`config.mk`:
```
export PLATFORM = sky130hd
export DESIGN_NAME = basics_top
export DESIGN_NICKNAME = d
export VERILOG_FILES = /design/src/hdl/basics_pkg.sv /design/src/hdl/ack_generator.sv /design/src/hdl/settings_regs.sv /design/src/hdl/reply_fifo.sv /design/src/hdl/cmd_sequencer.sv /design/src/hdl/basics_top.sv
export SDC_FILE = /design/constraint.sdc
export NUM_CORES = 1
export LEC_CHECK = 0
export BUFFER_PORTS_ARGS = -buffer_cell sky130_fd_sc_hd__buf_2
export CORE_MARGIN = 2
export CORE_UTILIZATION = 35
export CTS_BUF_LIST = sky130_fd_sc_hd__clkbuf_4
export DETAILED_ROUTE_END_ITERATION = 12
export GPL_TIMING_DRIVEN = 0
export PLACE_DENSITY = 0.59
export SLEW_MARGIN = 40
export SYNTH_ARGS = -nofsm -noshare
export SYNTH_HDL_FRONTEND = slang
export SYNTH_SLANG_ARGS = --single-unit
```
`constraint.sdc`:
```
create_clock -name clk -period 8.8 [get_ports clk]
set_input_delay 0 -clock clk [delete_from_list [all_inputs] [get_ports clk]]
set_output_delay 0 -clock clk [all_outputs]
set_load 0.01 [all_outputs]
```
`src/hdl/basics_pkg.sv`:
```
`default_nettype none

package basics_pkg;

	// Command bytes from the host
	localparam logic [7:0] CMD_VERSION    = 8'h76;
	localparam logic [7:0] CMD_QUERY_I2C  = 8'h49;
	localparam logic [7:0] CMD_SET_I2C    = 8'h69;
	localparam logic [7:0] CMD_QUERY_GPIO = 8'h47;
	localparam logic [7:0] CMD_SET_GPIO   = 8'h67;

	// Sub-codes that pick a setting
	localparam logic [7:0] SUB_I2C_SPEED  = 8'h63;
	localparam logic [7:0] SUB_I2C_ADDR   = 8'h61;
	localparam logic [7:0] SUB_GPIO_LEVEL = 8'h6c;
	localparam logic [7:0] SUB_GPIO_DIR   = 8'h64;
	localparam logic [7:0] SUB_GPIO_INT   = 8'h69;

	// Reply code bytes
	localparam logic [7:0] ACK_CODE = 8'h00;
	localparam logic [7:0] NAK_CODE = 8'h01;

	localparam int GPIO_W  = 24;
	localparam int PARAM_W = 24;

	localparam logic [7:0]        I2C_SPEED_RST = 8'd99;
	localparam logic [15:0]       I2C_ADDR_RST  = 16'hFFFF;
	localparam logic [GPIO_W-1:0] GPIO_RST      = '0;

	typedef enum logic [2:0] {
		SEL_NONE,
		SEL_I2C_SPEED,
		SEL_I2C_ADDR,
		SEL_GPIO_LEVEL,
		SEL_GPIO_DIR,
		SEL_GPIO_INT,
		SEL_VERSION
	} param_sel_t;

	typedef struct packed {
		logic [7:0] data;
		logic       data_valid;
		logic       frame_valid;
	} rx_byte_t;

	typedef struct packed {
		logic [7:0] data;
		logic       last;
	} reply_byte_t;

	typedef struct packed {
		logic [7:0] code;
		logic [7:0] eid;
		logic [7:0] length;
	} ack_req_t;

	// Number of value bytes carried by each setting
	function automatic logic [1:0] sel_bytes(input param_sel_t sel);
		case (sel)
			SEL_I2C_SPEED:                              return 2'd1;
			SEL_I2C_ADDR, SEL_VERSION:                  return 2'd2;
			SEL_GPIO_LEVEL, SEL_GPIO_DIR, SEL_GPIO_INT: return 2'd3;
			default:                                    return 2'd0;
		endcase
	endfunction

endpackage

`default_nettype wire

```
`src/hdl/ack_generator.sv`:
```
`timescale 1ns/10ps
`default_nettype none

module ack_generator (
	input  logic                    clk,
	input  logic                    rst,
	input  logic                    ack_start,
	input  basics_pkg::ack_req_t    ack_req,
	output basics_pkg::reply_byte_t ack_byte,
	output logic                    ack_valid,
	output logic                    ack_busy
);
	import basics_pkg::*;

	ack_req_t   req_q;
	logic [1:0] step;

	// Step 1 code, 2 EID, 3 length
	always_ff @(posedge clk) begin
		if (rst)
			step <= 2'd0;
		else if (ack_start)
			step <= 2'd1;
		else if (step == 2'd3)
			step <= 2'd0;
		else if (step != 2'd0)
			step <= step + 2'd1;
	end

	always_ff @(posedge clk) begin
		if (ack_start)
			req_q <= ack_req;
	end

	always_comb begin
		case (step)
			2'd1:    ack_byte.data = req_q.code;
			2'd2:    ack_byte.data = req_q.eid;
			default: ack_byte.data = req_q.length;
		endcase
		// An empty reply ends on its length byte
		ack_byte.last = (step == 2'd3) && (req_q.length == 8'd0);
	end

	assign ack_valid = (step != 2'd0);
	assign ack_busy = (step != 2'd0);

	a_no_restart: assert property (@(posedge clk) disable iff (rst) ack_start |-> !ack_busy);

endmodule

`default_nettype wire

```
`src/hdl/settings_regs.sv`:
```
`timescale 1ns/10ps
`default_nettype none

module settings_regs #(
	parameter logic [7:0] VERSION_MAJOR = 8'h00,
	parameter logic [7:0] VERSION_MINOR = 8'h04
) (
	input  logic                          clk,
	input  logic                          rst,
	input  basics_pkg::rx_byte_t          rx,
	input  logic [basics_pkg::GPIO_W-1:0] gpio_read,
	input  basics_pkg::param_sel_t        sel,
	input  logic                          wr_en,
	input  logic                          rd_start,
	input  logic                          commit,
	output basics_pkg::reply_byte_t       rd_byte,
	output logic                          rd_valid,
	output logic [7:0]                    i2c_speed,
	output logic [15:0]                   i2c_addr,
	output logic [basics_pkg::GPIO_W-1:0] gpio_level,
	output logic [basics_pkg::GPIO_W-1:0] gpio_direction,
	output logic [basics_pkg::GPIO_W-1:0] gpio_int_enable
);
	import basics_pkg::*;

	logic [GPIO_W-1:0]  level_stg;
	logic [GPIO_W-1:0]  dir_stg;
	logic [GPIO_W-1:0]  int_stg;
	param_sel_t         gpio_target;
	logic [PARAM_W-1:0] rd_sr;
	logic [1:0]         rd_cnt;

	// I2C values change as bytes arrive, GPIO only on commit
	always_ff @(posedge clk) begin
		if (rst) begin
			i2c_speed <= I2C_SPEED_RST;
			i2c_addr <= I2C_ADDR_RST;
			gpio_level <= GPIO_RST;
			gpio_direction <= GPIO_RST;
			gpio_int_enable <= GPIO_RST;
			gpio_target <= SEL_NONE;
		end else begin
			if (wr_en) begin
				case (sel)
					SEL_I2C_SPEED: i2c_speed <= rx.data;
					SEL_I2C_ADDR:  i2c_addr <= {i2c_addr[7:0], rx.data};
					SEL_GPIO_LEVEL, SEL_GPIO_DIR, SEL_GPIO_INT: gpio_target <= sel;
					default: ;
				endcase
			end
			if (commit) begin
				case (gpio_target)
					SEL_GPIO_LEVEL: gpio_level <= level_stg;
					SEL_GPIO_DIR:   gpio_direction <= dir_stg;
					SEL_GPIO_INT:   gpio_int_enable <= int_stg;
					default: ;
				endcase
			end
		end
	end

	always_ff @(posedge clk) begin
		if (wr_en) begin
			case (sel)
				SEL_GPIO_LEVEL: level_stg <= {level_stg[GPIO_W-9:0], rx.data};
				SEL_GPIO_DIR:   dir_stg <= {dir_stg[GPIO_W-9:0], rx.data};
				SEL_GPIO_INT:   int_stg <= {int_stg[GPIO_W-9:0], rx.data};
				default: ;
			endcase
		end
	end

	// Readout counts bytes left to send
	always_ff @(posedge clk) begin
		if (rst)
			rd_cnt <= 2'd0;
		else if (rd_start)
			rd_cnt <= sel_bytes(sel);
		else if (rd_cnt != 2'd0)
			rd_cnt <= rd_cnt - 2'd1;
	end

	// Value is left-aligned so the top byte goes out first
	always_ff @(posedge clk) begin
		if (rd_start) begin
			case (sel)
				SEL_I2C_SPEED:  rd_sr <= {i2c_speed, 16'h0000};
				SEL_I2C_ADDR:   rd_sr <= {i2c_addr, 8'h00};
				SEL_GPIO_LEVEL: rd_sr <= gpio_read;
				SEL_GPIO_DIR:   rd_sr <= gpio_direction;
				SEL_GPIO_INT:   rd_sr <= gpio_int_enable;
				SEL_VERSION:    rd_sr <= {VERSION_MAJOR, VERSION_MINOR, 8'h00};
				default:        rd_sr <= '0;
			endcase
		end else begin
			rd_sr <= {rd_sr[PARAM_W-9:0], 8'h00};
		end
	end

	assign rd_valid = (rd_cnt != 2'd0);
	assign rd_byte = '{data: rd_sr[PARAM_W-1 -: 8], last: (rd_cnt == 2'd1)};

endmodule

`default_nettype wire

```
`src/hdl/reply_fifo.sv`:
```
`timescale 1ns/10ps
`default_nettype none

module reply_fifo #(
	parameter int FIFO_DEPTH_LOG2 = 4
) (
	input  logic                    clk,
	input  logic                    rst,
	input  basics_pkg::reply_byte_t ack_byte,
	input  logic                    ack_valid,
	input  basics_pkg::reply_byte_t rd_byte,
	input  logic                    rd_valid,
	input  logic                    reply_ready,
	output logic [7:0]              reply_data,
	output logic                    reply_last,
	output logic                    reply_valid,
	output logic                    fifo_room,
	output logic                    fifo_empty
);
	import basics_pkg::*;

	localparam int DEPTH = 1 << FIFO_DEPTH_LOG2;
	// Largest reply is three header bytes plus three data bytes
	localparam int REPLY_MAX = 6;

	reply_byte_t              mem [DEPTH];
	logic [FIFO_DEPTH_LOG2:0] wr_ptr;
	logic [FIFO_DEPTH_LOG2:0] rd_ptr;
	logic [FIFO_DEPTH_LOG2:0] count;
	reply_byte_t              wr_byte;
	reply_byte_t              head;
	logic                     push;
	logic                     pop;
	logic                     full;

	assign push = ack_valid | rd_valid;
	assign wr_byte = ack_valid ? ack_byte : rd_byte;
	assign count = wr_ptr - rd_ptr;
	assign fifo_empty = (count == '0);
	assign full = count[FIFO_DEPTH_LOG2];
	assign fifo_room = (int'(count) <= DEPTH - REPLY_MAX);

	assign head = mem[rd_ptr[FIFO_DEPTH_LOG2-1:0]];
	assign reply_valid = !fifo_empty;
	assign reply_data = head.data;
	assign reply_last = head.last;
	assign pop = reply_valid && reply_ready;

	always_ff @(posedge clk) begin
		if (rst) begin
			wr_ptr <= '0;
			rd_ptr <= '0;
		end else begin
			if (push)
				wr_ptr <= wr_ptr + 1'b1;
			if (pop)
				rd_ptr <= rd_ptr + 1'b1;
		end
	end

	always_ff @(posedge clk) begin
		if (push)
			mem[wr_ptr[FIFO_DEPTH_LOG2-1:0]] <= wr_byte;
	end

	a_single_src: assert property (@(posedge clk) disable iff (rst) !(ack_valid && rd_valid));
	a_no_overflow: assert property (@(posedge clk) disable iff (rst) push |-> !full);

endmodule

`default_nettype wire

```
`src/hdl/cmd_sequencer.sv`:
```
`timescale 1ns/10ps
`default_nettype none

module cmd_sequencer #(
	parameter logic [7:0] VERSION_MAJOR = 8'h00,
	parameter logic [7:0] VERSION_MINOR = 8'h04
) (
	input  logic                   clk,
	input  logic                   rst,
	input  logic                   generate_nak,
	input  basics_pkg::rx_byte_t   rx,
	input  logic                   ack_busy,
	input  logic                   fifo_room,
	input  logic                   fifo_empty,
	output logic                   ack_start,
	output basics_pkg::ack_req_t   ack_req,
	output basics_pkg::param_sel_t sel,
	output logic                   wr_en,
	output logic                   rd_start,
	output logic                   commit
);
	import basics_pkg::*;

	typedef enum logic [3:0] {
		S_IDLE,
		S_EID,
		S_LEN,
		S_VER,
		S_QUERY,
		S_SET_SUB,
		S_SET_DATA,
		S_REPLY,
		S_ACK_WAIT,
		S_COMMIT_WAIT
	} state_t;

	state_t     state;
	logic       fv_q;
	logic       cmd_pending;
	logic       nak_q;
	logic       nak_cmd;
	logic [7:0] cmd_q;
	logic [7:0] ver_hi;
	logic [1:0] cnt;
	logic       need_rd;
	logic       need_commit;
	logic       frame_start;
	logic       first_byte;
	logic       nak_now;
	logic       cmd_known;
	logic       is_query;
	logic       ver_match;
	logic       commit_ok;
	param_sel_t sub_sel;

	// Sub-code lookup depends on which command family is active
	function automatic param_sel_t sub_to_sel(input logic [7:0] cmd, input logic [7:0] sub);
		param_sel_t s;
		s = SEL_NONE;
		if (cmd == CMD_QUERY_I2C || cmd == CMD_SET_I2C) begin
			if (sub == SUB_I2C_SPEED)
				s = SEL_I2C_SPEED;
			else if (sub == SUB_I2C_ADDR)
				s = SEL_I2C_ADDR;
		end else begin
			if (sub == SUB_GPIO_LEVEL)
				s = SEL_GPIO_LEVEL;
			else if (sub == SUB_GPIO_DIR)
				s = SEL_GPIO_DIR;
			else if (sub == SUB_GPIO_INT)
				s = SEL_GPIO_INT;
		end
		return s;
	endfunction

	assign frame_start = rx.frame_valid & ~fv_q;
	// Command is the first valid byte after a frame start
	assign first_byte = rx.data_valid & (frame_start | cmd_pending);
	assign nak_now = frame_start ? generate_nak : nak_q;
	assign cmd_known = rx.data inside {CMD_VERSION, CMD_QUERY_I2C, CMD_SET_I2C,
		CMD_QUERY_GPIO, CMD_SET_GPIO};
	assign is_query = (cmd_q == CMD_QUERY_I2C) || (cmd_q == CMD_QUERY_GPIO);
	assign ver_match = ({ver_hi, rx.data} == {VERSION_MAJOR, VERSION_MINOR});
	assign sub_sel = sub_to_sel(cmd_q, rx.data);
	// GPIO commit waits for the ACK to drain and the frame to close
	assign commit_ok = !ack_busy && fifo_empty && !rx.frame_valid;

	assign ack_start = (state == S_REPLY) && fifo_room;
	assign rd_start = (state == S_ACK_WAIT) && !ack_busy;
	assign commit = (state == S_COMMIT_WAIT) && commit_ok;
	assign wr_en = (state == S_SET_DATA) && rx.data_valid;

	always_ff @(posedge clk) begin
		if (rst) begin
			state <= S_IDLE;
			fv_q <= 1'b0;
			cmd_pending <= 1'b0;
			nak_q <= 1'b0;
			nak_cmd <= 1'b0;
			cmd_q <= 8'h00;
			ver_hi <= 8'h00;
			cnt <= 2'd0;
			need_rd <= 1'b0;
			need_commit <= 1'b0;
			sel <= SEL_NONE;
			ack_req <= '0;
		end else begin
			fv_q <= rx.frame_valid;
			if (frame_start)
				nak_q <= generate_nak;
			if (frame_start && !rx.data_valid)
				cmd_pending <= 1'b1;
			else if (rx.data_valid)
				cmd_pending <= 1'b0;

			case (state)
				S_IDLE: begin
					// Unknown commands are dropped unless a NAK was requested
					if (first_byte && (cmd_known || nak_now)) begin
						cmd_q <= rx.data;
						nak_cmd <= nak_now;
						state <= S_EID;
					end
				end
				S_EID: begin
					if (rx.data_valid) begin
						ack_req.eid <= rx.data;
						state <= S_LEN;
					end
				end
				S_LEN: begin
					if (rx.data_valid) begin
						cnt <= 2'd2;
						need_rd <= 1'b0;
						need_commit <= 1'b0;
						if (nak_cmd) begin
							ack_req.code <= NAK_CODE;
							ack_req.length <= 8'd0;
							state <= S_REPLY;
						end else if (cmd_q == CMD_VERSION) begin
							state <= S_VER;
						end else if (is_query) begin
							state <= S_QUERY;
						end else begin
							state <= S_SET_SUB;
						end
					end
				end
				S_VER: begin
					if (rx.data_valid) begin
						if (cnt == 2'd2) begin
							ver_hi <= rx.data;
							cnt <= 2'd1;
						end else if (ver_match) begin
							ack_req.code <= ACK_CODE;
							ack_req.length <= 8'd0;
							state <= S_REPLY;
						end else begin
							// Mismatch returns our own version
							ack_req.code <= NAK_CODE;
							ack_req.length <= {6'd0, sel_bytes(SEL_VERSION)};
							sel <= SEL_VERSION;
							need_rd <= 1'b1;
							state <= S_REPLY;
						end
					end
				end
				S_QUERY: begin
					if (rx.data_valid) begin
						sel <= sub_sel;
						ack_req.length <= {6'd0, sel_bytes(sub_sel)};
						if (sub_sel == SEL_NONE) begin
							ack_req.code <= NAK_CODE;
						end else begin
							ack_req.code <= ACK_CODE;
							need_rd <= 1'b1;
						end
						state <= S_REPLY;
					end
				end
				S_SET_SUB: begin
					if (rx.data_valid) begin
						sel <= sub_sel;
						cnt <= sel_bytes(sub_sel);
						if (sub_sel == SEL_NONE) begin
							ack_req.code <= NAK_CODE;
							ack_req.length <= 8'd0;
							state <= S_REPLY;
						end else begin
							state <= S_SET_DATA;
						end
					end
				end
				S_SET_DATA: begin
					if (rx.data_valid) begin
						cnt <= cnt - 2'd1;
						if (cnt == 2'd1) begin
							ack_req.code <= ACK_CODE;
							ack_req.length <= 8'd0;
							need_commit <= sel inside {SEL_GPIO_LEVEL, SEL_GPIO_DIR, SEL_GPIO_INT};
							state <= S_REPLY;
						end
					end
				end
				S_REPLY: begin
					// Hold until the FIFO can take a whole reply
					if (fifo_room) begin
						if (need_rd)
							state <= S_ACK_WAIT;
						else if (need_commit)
							state <= S_COMMIT_WAIT;
						else
							state <= S_IDLE;
					end
				end
				S_ACK_WAIT: begin
					if (!ack_busy)
						state <= S_IDLE;
				end
				S_COMMIT_WAIT: begin
					if (commit_ok)
						state <= S_IDLE;
				end
				default: state <= S_IDLE;
			endcase
		end
	end

	// Readout only starts for a decoded setting
	a_rd_sel_known: assert property (@(posedge clk) disable iff (rst) rd_start |-> sel != SEL_NONE);

endmodule

`default_nettype wire

```
`src/hdl/basics_top.sv`:
```
`timescale 1ns/10ps
`default_nettype none

module basics_top #(
	parameter logic [7:0] VERSION_MAJOR   = 8'h00,
	parameter logic [7:0] VERSION_MINOR   = 8'h04,
	parameter int         FIFO_DEPTH_LOG2 = 4
) (
	input  logic                          clk,
	input  logic                          rst,
	input  logic                          generate_nak,
	input  basics_pkg::rx_byte_t          rx,
	input  logic [basics_pkg::GPIO_W-1:0] gpio_read,
	input  logic                          reply_ready,
	output logic [7:0]                    reply_data,
	output logic                          reply_last,
	output logic                          reply_valid,
	output logic [7:0]                    i2c_speed,
	output logic [15:0]                   i2c_addr,
	output logic [basics_pkg::GPIO_W-1:0] gpio_level,
	output logic [basics_pkg::GPIO_W-1:0] gpio_direction,
	output logic [basics_pkg::GPIO_W-1:0] gpio_int_enable
);
	import basics_pkg::*;

	// Sequencer control
	logic       ack_start;
	ack_req_t   ack_req;
	param_sel_t sel;
	logic       wr_en;
	logic       rd_start;
	logic       commit;

	// Byte streams toward the FIFO
	reply_byte_t ack_byte;
	logic        ack_valid;
	logic        ack_busy;
	reply_byte_t rd_byte;
	logic        rd_valid;

	logic fifo_room;
	logic fifo_empty;

	cmd_sequencer #(
		.VERSION_MAJOR(VERSION_MAJOR),
		.VERSION_MINOR(VERSION_MINOR)
	) seq_i (
		.clk(clk),
		.rst(rst),
		.generate_nak(generate_nak),
		.rx(rx),
		.ack_busy(ack_busy),
		.fifo_room(fifo_room),
		.fifo_empty(fifo_empty),
		.ack_start(ack_start),
		.ack_req(ack_req),
		.sel(sel),
		.wr_en(wr_en),
		.rd_start(rd_start),
		.commit(commit)
	);

	ack_generator ack_i (
		.clk(clk),
		.rst(rst),
		.ack_start(ack_start),
		.ack_req(ack_req),
		.ack_byte(ack_byte),
		.ack_valid(ack_valid),
		.ack_busy(ack_busy)
	);

	settings_regs #(
		.VERSION_MAJOR(VERSION_MAJOR),
		.VERSION_MINOR(VERSION_MINOR)
	) regs_i (
		.clk(clk),
		.rst(rst),
		.rx(rx),
		.gpio_read(gpio_read),
		.sel(sel),
		.wr_en(wr_en),
		.rd_start(rd_start),
		.commit(commit),
		.rd_byte(rd_byte),
		.rd_valid(rd_valid),
		.i2c_speed(i2c_speed),
		.i2c_addr(i2c_addr),
		.gpio_level(gpio_level),
		.gpio_direction(gpio_direction),
		.gpio_int_enable(gpio_int_enable)
	);

	reply_fifo #(
		.FIFO_DEPTH_LOG2(FIFO_DEPTH_LOG2)
	) fifo_i (
		.clk(clk),
		.rst(rst),
		.ack_byte(ack_byte),
		.ack_valid(ack_valid),
		.rd_byte(rd_byte),
		.rd_valid(rd_valid),
		.reply_ready(reply_ready),
		.reply_data(reply_data),
		.reply_last(reply_last),
		.reply_valid(reply_valid),
		.fifo_room(fifo_room),
		.fifo_empty(fifo_empty)
	);

endmodule

`default_nettype wire

```
==> qor.log <==
qor: sta.setup-tns-final 0 ns
qor: critical_path.crit_type register to register
qor: worst_hold_path.worst_hold_startpoint generate_nak
qor: clocking.tritoncts yes
qor: logic_synthesis.synth.top_cells.by_count sky130_fd_sc_hd__edfxtp_1 (227), sky130_fd_sc_hd__nand2_1 (185), sky130_fd_sc_hd__dfxtp_1 (183), sky130_fd_sc_hd__mux2i_1 (121), sky130_fd_sc_hd__nor2_1 (89)
qor: detailed_routing.route.detailed.drc 0
qor: logic_synthesis.synth.lib_cells_used.distinct 81
qor: final_layout.post_route_cells_drive_above_1_share 24.5%
qor: floorplanning.floorplan.die_area 0.0500 mm^2
qor: sta.worst-slew-pin-transition 0.908 ns
qor: logic_synthesis.post-synth-top-area-cell sky130_fd_sc_hd__edfxtp_1
qor: clocking.tritoncts.num_buffers 104
qor: power_and_ir_drop.switching_power 1300 uW
qor: critical_path.sequence_of_cells_on_the_critical_path inv_1 > ha_1 > fa_1 > nand2b_1 > a21oi_2 > xor2_1 > nand4_2 > nor4_4 > buf_6 > mux2i_1
qor: grt.grt_use_total 18.6%
qor: logic_synthesis.postSynth.asyncResetShare 0%
qor: floorplanning.initial_core_util 35.4%
qor: logic_synthesis.synthesis.area 0.0169 mm^2
qor: grt.antenna_found_initial 2
qor: sta.finalSetupViolations 0
qor: detailed_routing.drt-pass1-iter-count 5
qor: sta.fin_skew 0.0662 ns
qor: floorplanning.die_height 224 um
qor: placement.detailed_place_hpwl 33.1 mm
qor: detailed_routing.drt_iter0_drc 929
qor: logic_synthesis.synth_nets 1,407
qor: detailed_routing.avgViaCountPerCell 5.13
qor: placement.port_buffer_count 143
qor: run.max_cap_violations 0
qor: placement.dpl_worst_slack 5.19 ns
qor: power_and_ir_drop.power.share.switching 28.6%
qor: final_layout.layout-area-overhead-vs-synth 21.5%
qor: sta.min_period_over_period 41.6%
qor: placement.detailed_place.area 0.0186 mm^2
qor: power_and_ir_drop.power-per-cell-area 222 mW/mm^2
qor: clocking.cts.root.buffer_cell sky130_fd_sc_hd__clkbuf_4
qor: worst_hold_path.hp-class input pin to register
qor: sta.timing.final.hold_violations 0
qor: status.status complete, no violations
qor: logic_synthesis.post-synth-top-count-cell sky130_fd_sc_hd__edfxtp_1
qor: clocking.cts_h_tree_lvls 3
qor: logic_synthesis.synth.yosys.warnings 0
qor: final_layout.fin_util 43.0%
qor: detailed_routing.wl 46.8 mm
qor: logic_synthesis.seq_area_frac_synth 62.1%
qor: final_layout.design_area 0.0205 mm^2
qor: clocking.clk_latency 0.85 ns
qor: critical_path.critPathRequiredTime 9.52 ns
qor: logic_synthesis.netlist_top_cells_area sky130_fd_sc_hd__edfxtp_1 (40%), sky130_fd_sc_hd__dfxtp_1 (22%), sky130_fd_sc_hd__mux2i_1 (7.2%)
qor: clocking.worst_setup_hold_path_clk_slew 0.06 ns
qor: power_and_ir_drop.ir_drop 0.0000924 V
qor: logic_synthesis.postSynthCellCount 1,350
qor: placement.place.gp.congestion 0.901
qor: power_and_ir_drop.proportion_of_power_drawn_by_the_clock_network 34.5%
qor: worst_hold_path.worst_hold_path.num_cells 4
qor: critical_path.crit_path_start_kind register
qor: logic_synthesis.synth-seq-cells 410
qor: floorplanning.io_pins 144
qor: detailed_routing.route.antenna.remaining_nets 0
qor: power_and_ir_drop.portion_of_total_power_attributed_to_sequential_cells 47.0%
qor: critical_path.crit_path_max_incr_delay 0.73 ns
qor: sta.rsz0062_at_grt no
qor: critical_path.critPathSlowestCell sky130_fd_sc_hd__nor4_4
qor: power_and_ir_drop.p_int 3250 uW
qor: critical_path.r2r_setup_slack 5.14 ns
qor: power_and_ir_drop.static-leakage-power 0.00730 uW
qor: critical_path.worst_reg_to_reg_cells 10
qor: detailed_routing.avgRoutedWirePerCell 19.7 um
qor: grt.grt_start_max_net_pins 25
qor: floorplanning.floorplan.core_area 0.0476 mm^2
qor: sta.worst_slew_margin_rel 39.5%
qor: worst_hold_path.worst_hold_path.endpoint seq_i.nak_q
qor: grt.grt_pass1_wl 70.4 mm
qor: clocking.postCtsSetupRepairBufs 0
qor: critical_path.crit_fanout 10
qor: critical_path.cp.arrival 4.38 ns
qor: clocking.numClockSinks 410
qor: sta.final.min_clock_period 3.66 ns
qor: logic_synthesis.syn_avg_cell_area 12.5 um^2
qor: critical_path.setup.worst_path.end_class register
qor: critical_path.timing.rr.start fifo_i.wr_ptr[0]
qor: logic_synthesis.synth_edf_count 227
qor: detailed_routing.vias 12,184
qor: sta.final-max-slew-violation-count 0
qor: grt.grt_pass1_vias 11,971
qor: clocking.cts-root-to-sink-buffers 3
qor: grt.grt.overflow.total 0
qor: floorplanning.rows 80
qor: sta.post-route-worst-setup-slack 5.14 ns
qor: power_and_ir_drop.power_frac_comb 18.4%
qor: critical_path.regToRegEndpoint regs_i.gpio_level[4]
qor: sta.fmaxAchievable 273 MHz
qor: final_layout.fin_nets 1,732
qor: floorplanning.fp.dieW 224 um
qor: logic_synthesis.synth_top_cell_area_share 40.4%
qor: logic_synthesis.postSynth.topFlopCell sky130_fd_sc_hd__edfxtp_1
## power by group through the flow
| stage | combinational (uW) | clock (uW) | sequential (uW) |
|---|---|---|---|
| final | 839 | 1570 | 2140 |
| after global routing | 917 | 1710 | 2150 |
| after CTS | 851 | 1620 | 2140 |
| after detailed placement | 825 | 0 | 2180 |
| after global placement | 786 | 0 | 2180 |
| after floorplan | 557 | 0 | 2170 |
## worst max-delay path, delay by kind of cell (launching register included)
kind	cells	cell delay, ns
and+or+nand+nor	3	1.33
adders and majority gates	2	0.71
DFF	1	0.41
buffers and inverters	2	0.39
xor gates and xnor gates	1	0.32
muxes	1	0.20
AOI/OAI and AO/OA	1	0.19
## layout make-up
| class | count | area (um^2) |
|---|---|---|
| Inverter | 21 | 78.8 |
| Tap cell | 615 | 769 |
| Timing Repair Buffer | 219 | 1440 |
| Clock buffer | 142 | 1070 |
| Multi-Input combinational cell | 833 | 6020 |
| Buffer | 86 | 408 |
| Clock inverter | 49 | 244 |
| Antenna cell | 2 | 5.00 |
| Fill cell | 4493 | 27100 |
| Sequential cell | 410 | 10500 |
## timing repair
action / CTS / global route
hold buffers: 58 / 0
endpoints found under the setup margin: 0 / 0
resized for setup: 0 / 0
endpoints found under the hold margin: 187 / 0
## cell usage in the layout (no fill, tap or decap), drive strengths merged, types with 8 or more instances in the layout
cell type / instances
a211oi: 8
a21oi: 68
a22o: 9
a22oi: 9
and3: 10
buf: 189
clkbuf: 200
clkinv: 44
dfxtp: 183
dlygate4sd3: 58
edfxtp: 227
ha: 18
inv: 24
mux2i: 121
mux4: 45
nand2: 185
nand2b: 11
nand3: 51
nor2: 89
nor2b: 15
nor3: 19
nor4: 9
o21ai: 62
xor2: 8
## sequential cells by signal (all words and copies together) (netlist names), 3 cells and up, named ones only
name                    cells
regs_i.gpio_level          24
regs_i.i2c_speed            8
seq_i.state                 4
seq_i.ver_hi                8
fifo_i.wr_ptr               5
regs_i.gpio_target          3
regs_i.gpio_direction      24
seq_i.sel                   3
seq_i.ack_req              11
fifo_i.rd_ptr               5
regs_i.dir_stg             24
regs_i.gpio_int_enable     24
regs_i.int_stg             24
seq_i.cmd_q                 8
ack_i.req_q                11
fifo_i.mem                144
regs_i.i2c_addr            16
regs_i.level_stg           24
regs_i.rd_sr               24
## how the worst max path moves through the flow
stage                     startpoint                    end  slack (ns)  cells past startpoint
floorplan               seq_i.sel[0]      regs_i.dir_stg[0]        5.60                      4
finish              fifo_i.wr_ptr[0]   regs_i.gpio_level[4]        5.14                     10
global route        fifo_i.wr_ptr[0]   regs_i.gpio_level[4]        4.89                     10
global placement        seq_i.sel[0]      regs_i.dir_stg[0]        4.59                      4
CTS                 fifo_i.wr_ptr[0]   regs_i.gpio_level[4]        5.16                     10
detailed placement  fifo_i.wr_ptr[0]  regs_i.gpio_level[22]        5.19                     10
## routing by layer
metal / vias up / GRT usage, % / part of all wire, %
li1: 5715 / - / -
met1: 6029 / 25.4 / 45
met2: 383 / 29.5 / 47
met3: 57 / 3.86 / 5.8
met4: 0 / 6.30 / 1.9
met5: - / 0 / 0
## cell families (layout without fill, tap and decap cells)
family / after synthesis / in the layout / share of synthesized area, %
buffers and inverters: 107 / 517 / 2.87
adders and majority gates: 19 / 19 / 1.45
DFF: 410 / 410 / 62.1
xor gates and xnor gates: 13 / 13 / 0.675
and+or+nand+nor: 426 / 426 / 11.9
AOI/OAI and AO/OA: 206 / 206 / 7.59
muxes: 169 / 169 / 13.4
other: 0 / 2 / 0
## through the flow
stage,power [uW],std cells,hold slack [ns]
6_report,4550,2377,0.115
5_1_grt,4780,2377,0.0325
4_1_cts,4610,2375,0.00397
3_5_place_dp,3010,2126,0.265
3_3_place_gp,2970,2108,0.264
2_1_floorplan,2730,1350,0.0989
No activity file was read; power rests on OpenSTA's default activity.
